## src/rtl/ebox_pkg.sv

```systemverilog
// Integer subset only: no PAL, privileged, floating point or multimedia opcodes are known here
package ebox_pkg;

  localparam int XLEN   = 64;  // Data and address width
  localparam int REG_AW = 5;   // Register file address width

  localparam logic [5:0] OP_NOP   = 6'h00;  // All-zero word is a bubble
  localparam logic [5:0] OP_LDA   = 6'h08;
  localparam logic [5:0] OP_LDAH  = 6'h09;
  localparam logic [5:0] OP_LDBU  = 6'h0A;
  localparam logic [5:0] OP_LDQ_U = 6'h0B;
  localparam logic [5:0] OP_LDWU  = 6'h0C;
  localparam logic [5:0] OP_INTA  = 6'h10;  // Add, sub, scaled, compare
  localparam logic [5:0] OP_INTL  = 6'h11;  // Logical
  localparam logic [5:0] OP_INTS  = 6'h12;  // Mask, extract, insert, zap, shift
  localparam logic [5:0] OP_INTM  = 6'h13;  // Multiply
  localparam logic [5:0] OP_JMP   = 6'h1A;  // Register jump
  localparam logic [5:0] OP_FPTI  = 6'h1C;  // Sign extend
  localparam logic [5:0] OP_LDL   = 6'h28;
  localparam logic [5:0] OP_LDQ   = 6'h29;
  localparam logic [5:0] OP_LDL_L = 6'h2A;
  localparam logic [5:0] OP_LDQ_L = 6'h2B;

  typedef struct packed {
    logic [5:0]        opcode;
    logic [REG_AW-1:0] ra;
    logic [REG_AW-1:0] rb;
    logic [15:0]       lo;  // Displacement, or func and rc
  } inst_t;

  localparam inst_t NOP_INST = '{opcode: OP_NOP, default: '0};

  typedef struct packed {
    logic [5:0] shift_amt;    // Pre-shift of operand A
    logic [1:0] shift_mode;
    logic [4:0] alu_op;
    logic [2:0] cmp_op;
    logic [4:0] mask_op;      // {ins, ext, size, high}
    logic [2:0] ext_op;       // Load zero extension
    logic       shift_sel;
    logic       invert_b;
    logic [2:0] result_sel;
    logic [1:0] zap_op;
    logic       overflow_trap;
  } ctrl_word_t;

  typedef enum logic [1:0] {FWD_REG, FWD_EX, FWD_MEM, FWD_LOAD} fwd_sel_e;

  typedef struct packed {
    logic              en;
    logic [REG_AW-1:0] addr;
  } wb_t;

  function automatic logic [6:0] func_of(inst_t i);
    return i.lo[11:5];
  endfunction

  function automatic logic [REG_AW-1:0] rc_of(inst_t i);
    return i.lo[4:0];
  endfunction

  function automatic logic is_load(inst_t i);
    return i.opcode inside {OP_LDA, OP_LDAH, OP_LDBU, OP_LDQ_U, OP_LDWU,
                            OP_LDL, OP_LDQ, OP_LDL_L, OP_LDQ_L};
  endfunction

  function automatic logic is_oper(inst_t i);
    return i.opcode inside {OP_INTA, OP_INTL, OP_INTS, OP_INTM, OP_FPTI};
  endfunction

  function automatic logic is_jump(inst_t i);
    return i.opcode == OP_JMP;
  endfunction

  // Both top opcode bits set
  function automatic logic is_branch(inst_t i);
    return i.opcode[5:4] == 2'b11;
  endfunction

endpackage

```

## src/rtl/branch_cond.sv

```systemverilog
// Integer branches only; reg_a must already be the forwarded value, FP branches never take
`timescale 1ns/1ps

module branch_cond (
  input  ebox_pkg::inst_t             s2,
  input  logic [ebox_pkg::XLEN-1:0]   reg_a,
  output logic                        taken
);
  import ebox_pkg::*;

  logic neg;
  logic zero;
  logic cond;

  assign neg  = reg_a[XLEN-1];
  assign zero = (reg_a == '0);

  always_comb begin
    case (s2.opcode[3:0])
      4'h0, 4'h4: cond = 1'b1;           // BR, BSR
      4'h8:       cond = ~reg_a[0];      // BLBC
      4'h9:       cond = zero;           // BEQ
      4'hA:       cond = neg;            // BLT
      4'hB:       cond = zero | neg;     // BLE
      4'hC:       cond = reg_a[0];       // BLBS
      4'hD:       cond = ~zero;          // BNE
      4'hE:       cond = zero | ~neg;    // BGE
      4'hF:       cond = ~zero & ~neg;   // BGT
      default:    cond = 1'b0;
    endcase
  end

  assign taken = is_branch(s2) & cond;

endmodule

```

## src/rtl/fetch_pc.sv

```systemverilog
// RESET_PC must be word aligned; a redirect wins over hold even during a stall
`timescale 1ns/1ps

module fetch_pc #(
  parameter logic [ebox_pkg::XLEN-1:0] RESET_PC = '0
) (
  input  logic                        clk,
  input  logic                        arst_n,
  input  ebox_pkg::inst_t             s2,
  input  logic [ebox_pkg::XLEN-1:0]   reg_b,
  input  logic                        taken,
  input  logic                        hold,
  input  logic                        redirect_jump,
  output logic [ebox_pkg::XLEN-1:0]   pc
);
  import ebox_pkg::*;

  logic [20:0]     disp;
  logic [XLEN-1:0] br_target;
  logic [XLEN-1:0] jmp_target;
  logic [XLEN-1:0] pc_next;

  assign disp       = {s2.rb, s2.lo};  // 21-bit word displacement
  assign br_target  = pc + {{(XLEN-23){disp[20]}}, disp, 2'b00};
  assign jmp_target = {reg_b[XLEN-1:2], 2'b00};

  always_comb begin
    if (taken)
      pc_next = br_target;
    else if (redirect_jump)
      pc_next = jmp_target;
    else if (hold)
      pc_next = pc;  // Branch in s2 also lands here when not taken
    else
      pc_next = pc + XLEN'(4);
  end

  always_ff @(posedge clk or negedge arst_n) begin
    if (!arst_n)
      pc <= RESET_PC;
    else
      pc <= pc_next;
  end

  a_pc_aligned: assert property (@(posedge clk) disable iff (!arst_n)
    pc[1:0] == 2'b00)
    else $error("pc lost word alignment");

endmodule

```

## src/rtl/inst_pipe.sv

```systemverilog
// Stages 2 to 5; d_stall outranks the load-use interlock, which outranks bubbles
`timescale 1ns/1ps

module inst_pipe (
  input  logic            clk,
  input  logic            arst_n,
  input  ebox_pkg::inst_t inst,
  input  logic            i_stall,
  input  logic            d_stall,
  input  logic            taken,
  output ebox_pkg::inst_t s2,
  output ebox_pkg::inst_t s3,
  output ebox_pkg::inst_t s4,
  output ebox_pkg::inst_t s5,
  output logic            hold,
  output logic            redirect_jump,
  output ebox_pkg::wb_t   wb
);
  import ebox_pkg::*;

  logic s2_branch;
  logic s2_jump;
  logic interlock;
  logic kill_s2;

  assign s2_branch = is_branch(s2);
  assign s2_jump   = is_jump(s2);

  // Load in s3 feeds a source field of s2
  assign interlock = is_load(s3) && (s2.ra == s3.ra || s2.rb == s3.ra);

  assign kill_s2       = s2_branch | s2_jump | i_stall;
  assign hold          = s2_branch | i_stall | d_stall | interlock;
  assign redirect_jump = s2_jump & ~interlock;

  always_ff @(posedge clk or negedge arst_n) begin
    if (!arst_n) begin
      s2 <= NOP_INST;
      s3 <= NOP_INST;
      s4 <= NOP_INST;
      s5 <= NOP_INST;
    end else if (!d_stall) begin  // Full freeze otherwise
      s4 <= s3;
      s5 <= s4;
      if (interlock) begin
        s3 <= NOP_INST;  // s2 waits for the load
      end else begin
        s3 <= s2;
        s2 <= kill_s2 ? NOP_INST : inst;
      end
    end
  end

  // Operates write rc, loads and jumps write ra
  assign wb.en   = is_oper(s5) | is_load(s5) | is_jump(s5);
  assign wb.addr = is_oper(s5) ? rc_of(s5) : s5.ra;

  a_dstall_freeze: assert property (@(posedge clk) disable iff (!arst_n)
    d_stall |=> $stable({s2, s3, s4, s5}))
    else $error("stage moved under d_stall");

  a_interlock_bubble: assert property (@(posedge clk) disable iff (!arst_n)
    interlock && !d_stall |=> s3 == NOP_INST)
    else $error("no bubble after load-use interlock");

endmodule

```

## src/rtl/bypass_sel.sv

```systemverilog
// Priority is stage 3 result, stage 4 result, stage 4 load data, then register file
`timescale 1ns/1ps

module bypass_sel (
  input  ebox_pkg::inst_t    s2,
  input  ebox_pkg::inst_t    s3,
  input  ebox_pkg::inst_t    s4,
  output ebox_pkg::fwd_sel_e fwd_a,
  output ebox_pkg::fwd_sel_e fwd_b
);
  import ebox_pkg::*;

  // Does s produce a result for register src
  function automatic logic writes_reg(inst_t s, logic [REG_AW-1:0] src);
    return (is_oper(s) && rc_of(s) == src) || (is_jump(s) && s.ra == src);
  endfunction

  function automatic fwd_sel_e pick(logic [REG_AW-1:0] src, inst_t ex, inst_t mem);
    fwd_sel_e sel;
    if (writes_reg(ex, src))
      sel = FWD_EX;
    else if (writes_reg(mem, src))
      sel = FWD_MEM;
    else if (is_load(mem) && mem.ra == src)
      sel = FWD_LOAD;  // Load data arrives a stage late
    else
      sel = FWD_REG;
    return sel;
  endfunction

  assign fwd_a = pick(s2.ra, s3, s4);
  assign fwd_b = pick(s2.rb, s3, s4);

endmodule

```

## src/rtl/ctrl_decode.sv

```systemverilog
// Little-endian loads only; conditional moves, counts and packed-byte ops decode to zero
`timescale 1ns/1ps

module ctrl_decode (
  input  ebox_pkg::inst_t     s3,
  output ebox_pkg::ctrl_word_t ex_ctrl
);
  import ebox_pkg::*;

  logic [6:0] func;

  assign func = func_of(s3);

  function automatic ctrl_word_t arith(logic [5:0] sa, logic [4:0] alu, logic [2:0] cmp,
                                       logic [2:0] rs, logic v);
    return '{shift_amt: sa, alu_op: alu, cmp_op: cmp, result_sel: rs, overflow_trap: v,
             default: '0};
  endfunction

  always_comb begin
    casez ({s3.opcode, func})
      {OP_LDA, 7'b???????}, {OP_LDQ, 7'b???????}, {OP_LDQ_L, 7'b???????}:
        ex_ctrl = arith(6'h00, 5'h1, 3'h0, 3'h0, 1'b0);
      {OP_LDAH, 7'b???????}:  ex_ctrl = arith(6'h10, 5'h1, 3'h0, 3'h0, 1'b0);
      {OP_LDQ_U, 7'b???????}: ex_ctrl = arith(6'h00, 5'h1, 3'h0, 3'h3, 1'b0);
      {OP_LDBU, 7'b???????}:  ex_ctrl = '{alu_op: 5'h1, ext_op: 3'h7, default: '0};
      {OP_LDWU, 7'b???????}:  ex_ctrl = '{alu_op: 5'h1, ext_op: 3'h6, default: '0};
      {OP_LDL, 7'b???????}, {OP_LDL_L, 7'b???????}:
        ex_ctrl = '{alu_op: 5'h1, ext_op: 3'h4, default: '0};

      {OP_INTA, 7'h00}: ex_ctrl = arith(6'd0, 5'h1, 3'h0, 3'h1, 1'b0);  // ADDL
      {OP_INTA, 7'h02}: ex_ctrl = arith(6'd2, 5'h1, 3'h0, 3'h1, 1'b0);  // S4ADDL
      {OP_INTA, 7'h09}: ex_ctrl = arith(6'd0, 5'h2, 3'h0, 3'h1, 1'b0);  // SUBL
      {OP_INTA, 7'h0B}: ex_ctrl = arith(6'd2, 5'h2, 3'h0, 3'h1, 1'b0);  // S4SUBL
      {OP_INTA, 7'h0F}: ex_ctrl = arith(6'd0, 5'h6, 3'h0, 3'h0, 1'b0);  // CMPBGE
      {OP_INTA, 7'h12}: ex_ctrl = arith(6'd3, 5'h1, 3'h0, 3'h1, 1'b0);  // S8ADDL
      {OP_INTA, 7'h1B}: ex_ctrl = arith(6'd3, 5'h2, 3'h0, 3'h1, 1'b0);  // S8SUBL
      {OP_INTA, 7'h1D}: ex_ctrl = arith(6'd0, 5'h2, 3'h5, 3'h2, 1'b0);  // CMPULT
      {OP_INTA, 7'h20}: ex_ctrl = arith(6'd0, 5'h1, 3'h0, 3'h0, 1'b0);  // ADDQ
      {OP_INTA, 7'h22}: ex_ctrl = arith(6'd2, 5'h1, 3'h0, 3'h0, 1'b0);  // S4ADDQ
      {OP_INTA, 7'h29}: ex_ctrl = arith(6'd0, 5'h2, 3'h0, 3'h0, 1'b0);  // SUBQ
      {OP_INTA, 7'h2B}: ex_ctrl = arith(6'd2, 5'h2, 3'h0, 3'h0, 1'b0);  // S4SUBQ
      {OP_INTA, 7'h2D}: ex_ctrl = arith(6'd0, 5'h2, 3'h2, 3'h2, 1'b0);  // CMPEQ
      {OP_INTA, 7'h32}: ex_ctrl = arith(6'd3, 5'h1, 3'h0, 3'h0, 1'b0);  // S8ADDQ
      {OP_INTA, 7'h3B}: ex_ctrl = arith(6'd3, 5'h2, 3'h0, 3'h0, 1'b0);  // S8SUBQ
      {OP_INTA, 7'h3D}: ex_ctrl = arith(6'd0, 5'h2, 3'h6, 3'h2, 1'b0);  // CMPULE
      {OP_INTA, 7'h40}: ex_ctrl = arith(6'd0, 5'h1, 3'h0, 3'h1, 1'b1);  // ADDL/V
      {OP_INTA, 7'h49}: ex_ctrl = arith(6'd0, 5'h2, 3'h0, 3'h1, 1'b1);  // SUBL/V
      {OP_INTA, 7'h4D}: ex_ctrl = arith(6'd0, 5'h2, 3'h0, 3'h2, 1'b0);  // CMPLT
      {OP_INTA, 7'h60}: ex_ctrl = arith(6'd0, 5'h1, 3'h0, 3'h0, 1'b1);  // ADDQ/V
      {OP_INTA, 7'h69}: ex_ctrl = arith(6'd0, 5'h2, 3'h0, 3'h0, 1'b1);  // SUBQ/V
      {OP_INTA, 7'h6D}: ex_ctrl = arith(6'd0, 5'h2, 3'h3, 3'h2, 1'b0);  // CMPLE

      {OP_INTL, 7'h00}: ex_ctrl = '{alu_op: 5'h3, default: '0};                 // AND
      {OP_INTL, 7'h08}: ex_ctrl = '{alu_op: 5'h3, invert_b: 1'b1, default: '0}; // BIC
      {OP_INTL, 7'h20}: ex_ctrl = '{alu_op: 5'h4, default: '0};                 // BIS
      {OP_INTL, 7'h28}: ex_ctrl = '{alu_op: 5'h4, invert_b: 1'b1, default: '0}; // ORNOT
      {OP_INTL, 7'h40}: ex_ctrl = '{alu_op: 5'h5, default: '0};                 // XOR
      {OP_INTL, 7'h48}: ex_ctrl = '{alu_op: 5'h5, invert_b: 1'b1, default: '0}; // EQV

      // Byte ops take their size from func[5:4] and the high half from func[6]
      {OP_INTS, 7'h02}, {OP_INTS, 7'h12}, {OP_INTS, 7'h22}, {OP_INTS, 7'h32},
      {OP_INTS, 7'h52}, {OP_INTS, 7'h62}, {OP_INTS, 7'h72}:  // MSKxx
        ex_ctrl = '{mask_op: {2'b00, func[5:4], func[6]}, result_sel: 3'h4, default: '0};
      {OP_INTS, 7'h06}, {OP_INTS, 7'h16}, {OP_INTS, 7'h26}, {OP_INTS, 7'h36},
      {OP_INTS, 7'h5A}, {OP_INTS, 7'h6A}, {OP_INTS, 7'h7A}:  // EXTxx
        ex_ctrl = '{mask_op: {2'b01, func[5:4], func[6]}, result_sel: 3'h4, default: '0};
      {OP_INTS, 7'h0B}, {OP_INTS, 7'h1B}, {OP_INTS, 7'h2B}, {OP_INTS, 7'h3B},
      {OP_INTS, 7'h57}, {OP_INTS, 7'h67}, {OP_INTS, 7'h77}:  // INSxx
        ex_ctrl = '{mask_op: {2'b10, func[5:4], func[6]}, result_sel: 3'h4, default: '0};
      {OP_INTS, 7'h30}: ex_ctrl = '{result_sel: 3'h4, zap_op: 2'h1, default: '0};  // ZAP
      {OP_INTS, 7'h31}: ex_ctrl = '{result_sel: 3'h4, zap_op: 2'h2, default: '0};  // ZAPNOT
      {OP_INTS, 7'h34}: ex_ctrl = '{shift_mode: 2'h2, shift_sel: 1'b1, default: '0}; // SRL
      {OP_INTS, 7'h39}: ex_ctrl = '{shift_mode: 2'h0, shift_sel: 1'b1, default: '0}; // SLL
      {OP_INTS, 7'h3C}: ex_ctrl = '{shift_mode: 2'h3, shift_sel: 1'b1, default: '0}; // SRA

      {OP_INTM, 7'h00}: ex_ctrl = arith(6'd0, 5'h8, 3'h0, 3'h1, 1'b0);  // MULL
      {OP_INTM, 7'h20}: ex_ctrl = arith(6'd0, 5'h7, 3'h0, 3'h0, 1'b0);  // MULQ
      {OP_INTM, 7'h30}: ex_ctrl = arith(6'd0, 5'h9, 3'h0, 3'h0, 1'b0);  // UMULH
      {OP_INTM, 7'h40}: ex_ctrl = arith(6'd0, 5'h8, 3'h0, 3'h1, 1'b1);  // MULL/V
      {OP_INTM, 7'h60}: ex_ctrl = arith(6'd0, 5'h7, 3'h0, 3'h0, 1'b1);  // MULQ/V

      {OP_FPTI, 7'h00}: ex_ctrl = arith(6'd0, 5'h0, 3'h0, 3'h6, 1'b0);  // SEXTB
      {OP_FPTI, 7'h01}: ex_ctrl = arith(6'd0, 5'h0, 3'h0, 3'h7, 1'b0);  // SEXTW

      default: ex_ctrl = '0;  // Branches, jumps, bubbles
    endcase
  end

endmodule

```

## src/rtl/ebox_top.sv

```systemverilog
// RESET_PC must be word aligned; reg_a and reg_b are the stage 2 operands after forwarding
`timescale 1ns/1ps

module ebox_top #(
  parameter logic [ebox_pkg::XLEN-1:0] RESET_PC = '0
) (
  input  logic                      clk,
  input  logic                      arst_n,
  input  ebox_pkg::inst_t           inst,
  input  logic [ebox_pkg::XLEN-1:0] reg_a,
  input  logic [ebox_pkg::XLEN-1:0] reg_b,
  input  logic                      i_stall,
  input  logic                      d_stall,
  output logic [ebox_pkg::XLEN-1:0] pc,
  output ebox_pkg::ctrl_word_t      ex_ctrl,
  output ebox_pkg::fwd_sel_e        fwd_a,
  output ebox_pkg::fwd_sel_e        fwd_b,
  output ebox_pkg::wb_t             wb
);
  import ebox_pkg::*;

  inst_t s2;
  inst_t s3;
  inst_t s4;
  logic  hold;
  logic  redirect_jump;
  logic  taken;

  fetch_pc #(.RESET_PC(RESET_PC)) fetch_pc_inst (
    .clk, .arst_n, .s2, .reg_b, .taken, .hold, .redirect_jump, .pc
  );

  inst_pipe inst_pipe_inst (
    .clk, .arst_n, .inst, .i_stall, .d_stall, .taken,
    .s2, .s3, .s4, .s5(), .hold, .redirect_jump, .wb
  );

  branch_cond branch_cond_inst (.s2, .reg_a, .taken);

  bypass_sel bypass_sel_inst (.s2, .s3, .s4, .fwd_a, .fwd_b);

  ctrl_decode ctrl_decode_inst (.s3, .ex_ctrl);

endmodule

```

## config.mk

```make
export PLATFORM = sky130hd
export DESIGN_NAME = ebox_top
export DESIGN_NICKNAME = d
export VERILOG_FILES = /design/src/rtl/ebox_pkg.sv /design/src/rtl/branch_cond.sv /design/src/rtl/fetch_pc.sv /design/src/rtl/inst_pipe.sv /design/src/rtl/bypass_sel.sv /design/src/rtl/ctrl_decode.sv /design/src/rtl/ebox_top.sv
export SDC_FILE = /design/constraint.sdc
export NUM_CORES = 1
export LEC_CHECK = 0
export BUFFER_PORTS_ARGS = -buffer_cell sky130_fd_sc_hd__buf_4
export CAP_MARGIN = 0
export CORE_MARGIN = 4
export CORE_UTILIZATION = 45
export CTS_CLUSTER_SIZE = 8
export DETAILED_ROUTE_END_ITERATION = 8
export PLACE_DENSITY = 0.7
export SYNTH_ARGS = -nofsm -noshare
export SYNTH_HDL_FRONTEND = slang
export SYNTH_SLANG_ARGS = --single-unit
```

## constraint.sdc

```tcl
create_clock -name clk -period 3.3 [get_ports clk]
set_clock_uncertainty 0.2 [all_clocks]
set_input_delay 0.165 -clock clk [delete_from_list [all_inputs] [get_ports clk]]
set_output_delay 0.165 -clock clk [all_outputs]
set_load 0.02 [all_outputs]
```

==> impl_metrics.ini <==
[clocking]
numCtsBuffers = 17
clk_latency_ps = 430
cts_max_path_buffers = 2
htree_num_levels = 4
cts.clk_slew.worst_paths_ps = 70
cts_tree = built
cts_root_buf = clkbuf_16
cts_sinks = 149

[timing]
final.setup.tns_ps = 0
whs_ps = -5.02
slew_headroom_pct = 45.2
rsz0062_at_grt = yes
slew_violations = 0
finalSetupViolCount = 0
fin_crit_sh_pct = 98.2
clock.fmax_mhz = 308
worst_pin_slew_ps = 823
period_minus_slack_ps = 3240
finalHoldViolCount = 1

[critical_path]
cp_slowest_stage_delay_ps = 470
r2r-start = inst_pipe_inst.s2[20]$_DFFE_PN0P_
worst_path_max_delay_cell = dfrtp_2
crit_top_cell = buf_4
cp_data_required_time_ps = 3410
rr_worst_depth = 12
crit_path_end_kind = flip-flop
arrival_ps = 3350
crit_start = inst_pipe_inst.s2[20]$_DFFE_PN0P_
r2r_slack_ps = 60
timing.rr.end = fetch_pc_inst.pc[54]$_DFFE_PN0P_
start_kind = flip-flop
crit_type = reg -> reg
path_cells = buf_4 > buf_4 > buf_4 > ha_1 > a21oi_2 > or3b_4 > a221oi_4 > nand3_4 > o21ai_4 > a21oi_2 > or2_1 > a221o_1
endpoint = fetch_pc_inst.pc[54]$_DFFE_PN0P_
critPathMaxFanout = 5

[detailed_routing]
num_vias = 14000
wire_per_inst_um = 19.1
routed_wl_mm = 46.4
dr.pass1.iters = 5
drt-initial-drc-count = 1200
via_per_inst = 5.74
drc = 0
detail-route-antenna-nets = 0

[job]
maxCapViolations = 0

[run_status]
violations = negative hold slack
status = finished with violations

[floorplan]
rows = 61
ioPinCount = 270
dieArea_sq_mm = 0.0314
die_w_um = 177
core_sq_mm = 0.0280
initial_core_util_pct = 46.0
die_y_um = 177

[yosys]
ys_ff_latch = 149
postSynthAreaPerCell_sq_um = 8.10
synth-main-ff-cell = dfrtp_1
synth.top_cell.area_share_pct = 28.9
synthTopCellsByArea = dfrtp_1 29%, ha_1 6.0%, nand2_1 5.7%, xnor2_1 5.4%, xor2_1 4.7%
async_flop_share_pct = 100
synth_edf_count = 0
yosys.area.top_type = dfrtp_1
yosysMostFrequentCell = nand2_1
ys_seq_area_share_pct = 28.9
syn_inst = 1592
synth_commonest_cells = 196 x nand2_1, 149 x dfrtp_1, 112 x nor2_1
syn_area_sq_mm = 0.0129
synth_warnings = 0
synth_cell_types = 87

[global_routing]
grt_pass1_wl_mm = 73.1
grtUsageTotal_pct = 28.8
overflow = 0
grt_start_max_net_pins = 64
grt_pass1_vias = 13600
antenna_found_initial = 1

[power_and_ir_drop]
vdd_ir_drop_max_v = 0.000462
power.leakage_nw = 8.43
powerDensity_mw_per_mm2 = 724

[place]
io_buffer_count = 261
place_inst = 2283
gp_congestion = 0.956
hpwl_mm = 35.2

[final_layout]
drive_gt1_share_pct = 28.4
nets = 2267
antenna_cells = 0
final-instance-count-excl-fill = 2431
area_growth_syn_to_layout_pct = 40.0

[hold_path]
min_path_type = in -> reg
where the power goes:
group          leakage, nW  internal [W]  switching [W]  total [W]
Sequential            1.87       0.00234       0.000774    0.00312
Clock                0.295       0.00103       0.000981    0.00201
Combinational         6.26       0.00366        0.00428    0.00794
metrics by stage:
step / setup slack, ps / cell area (sq um) / util [%] / total power (W) / hold slack (ps)
final: 58.4 / 18100 / 64.4 / 0.0131 / -5.02
after global routing: -56.5 / 18100 / 64.4 / 0.0139 / 29.3
after CTS: -0.0198 / 17700 / 63.3 / 0.0128 / 13.8
after detailed placement: -206 / 16100 / 57.4 / 0.0105 / -35.9
after global placement: -88.6 / 16100 / 57.4 / 0.0105 / -37.1
after floorplan: 9.38 / 12900 / - / 0.00747 / -331
per-layer routing:
metal / track usage [%] / vias to the layer above / wire, um
met5: 0 / - / 7
met4: 8.70 / 2 / 1200
met3: 4.57 / 80 / 2980
met2: 47.4 / 524 / 22000
met1: 39.1 / 6641 / 20200
li1: - / 6717 / -
flip-flops by register name, summed over array words and instances, names as in the netlist:
name               count
inst_pipe_inst.s5     16
inst_pipe_inst.s3     23
inst_pipe_inst.s4     16
fetch_pc_inst.pc      62
inst_pipe_inst.s2     32
cell usage in the layout, fill, tap and decap left out, types with 33 or more instances in the layout:
cell type	netlist	final
buf_4	7	424
nand2_1	196	195
dfrtp_1	149	147
nor2_1	112	110
dlygate4sd3_1	0	94
a21oi_1	103	93
nand3_1	93	90
xnor2_1	79	79
o21ai_0	84	76
xor2_1	69	69
ha_1	62	57
mux2_2	53	53
nand4_1	43	43
nor3_1	43	43
inv_1	34	34
nor4_1	36	34
a21o_1	33	33
final cells by class:
class,count,area (sq um)
repair buffers,525,4260
inverters,35,131
fillers,2355,9960
clock buffers,17,425
flip-flops and latches,149,3730
clock inverters,15,176
well taps,378,473
multi-input cells,1312,8860
critical path, delay by kind of cell, from the launching register on:
family          cells  cell delay (ps)
compound gates      5             1050
fa+ha+maj           1              200
buf+inv             3              440
flops               1              470
simple gates        3              770
logic make-up (layout without fill, tap and decap cells):
| logic type | after synthesis | after routing | synth area share, % |
|---|---|---|---|
| simple gates | 622 | 622 | 23.8 |
| compound gates | 402 | 402 | 20.2 |
| flops | 149 | 149 | 28.9 |
| xor+xnor | 148 | 148 | 10.1 |
| buf+inv | 136 | 592 | 4.80 |
| mux | 71 | 71 | 6.03 |
| fa+ha+maj | 63 | 63 | 6.17 |
| other cells | 1 | 6 | 0.0291 |
repair_timing:
action,CTS,global route
hold buffers,94,0
resized for setup,7,55
setup endpoints to repair,18,31
pin swaps,4,16
buffers inserted,14,8
hold endpoints to repair,147,0
worst min-delay path by stage:
stage                                        endpoint  startpoint  slack, ps  depth (start not counted)
floorplan            fetch_pc_inst.pc[10]$_DFFE_PN0P_      arst_n       -330                          0
global placement    inst_pipe_inst.s2[13]$_DFFE_PN0P_      arst_n        -40                          1
detailed placement  inst_pipe_inst.s2[13]$_DFFE_PN0P_      arst_n        -40                          1
CTS                  fetch_pc_inst.pc[54]$_DFFE_PN0P_   reg_b[54]         10                          4
global route         fetch_pc_inst.pc[54]$_DFFE_PN0P_   reg_b[54]         30                          4
finish               fetch_pc_inst.pc[54]$_DFFE_PN0P_   reg_b[54]         -5                          4
Note: power is estimated with default switching activity, not from simulation.
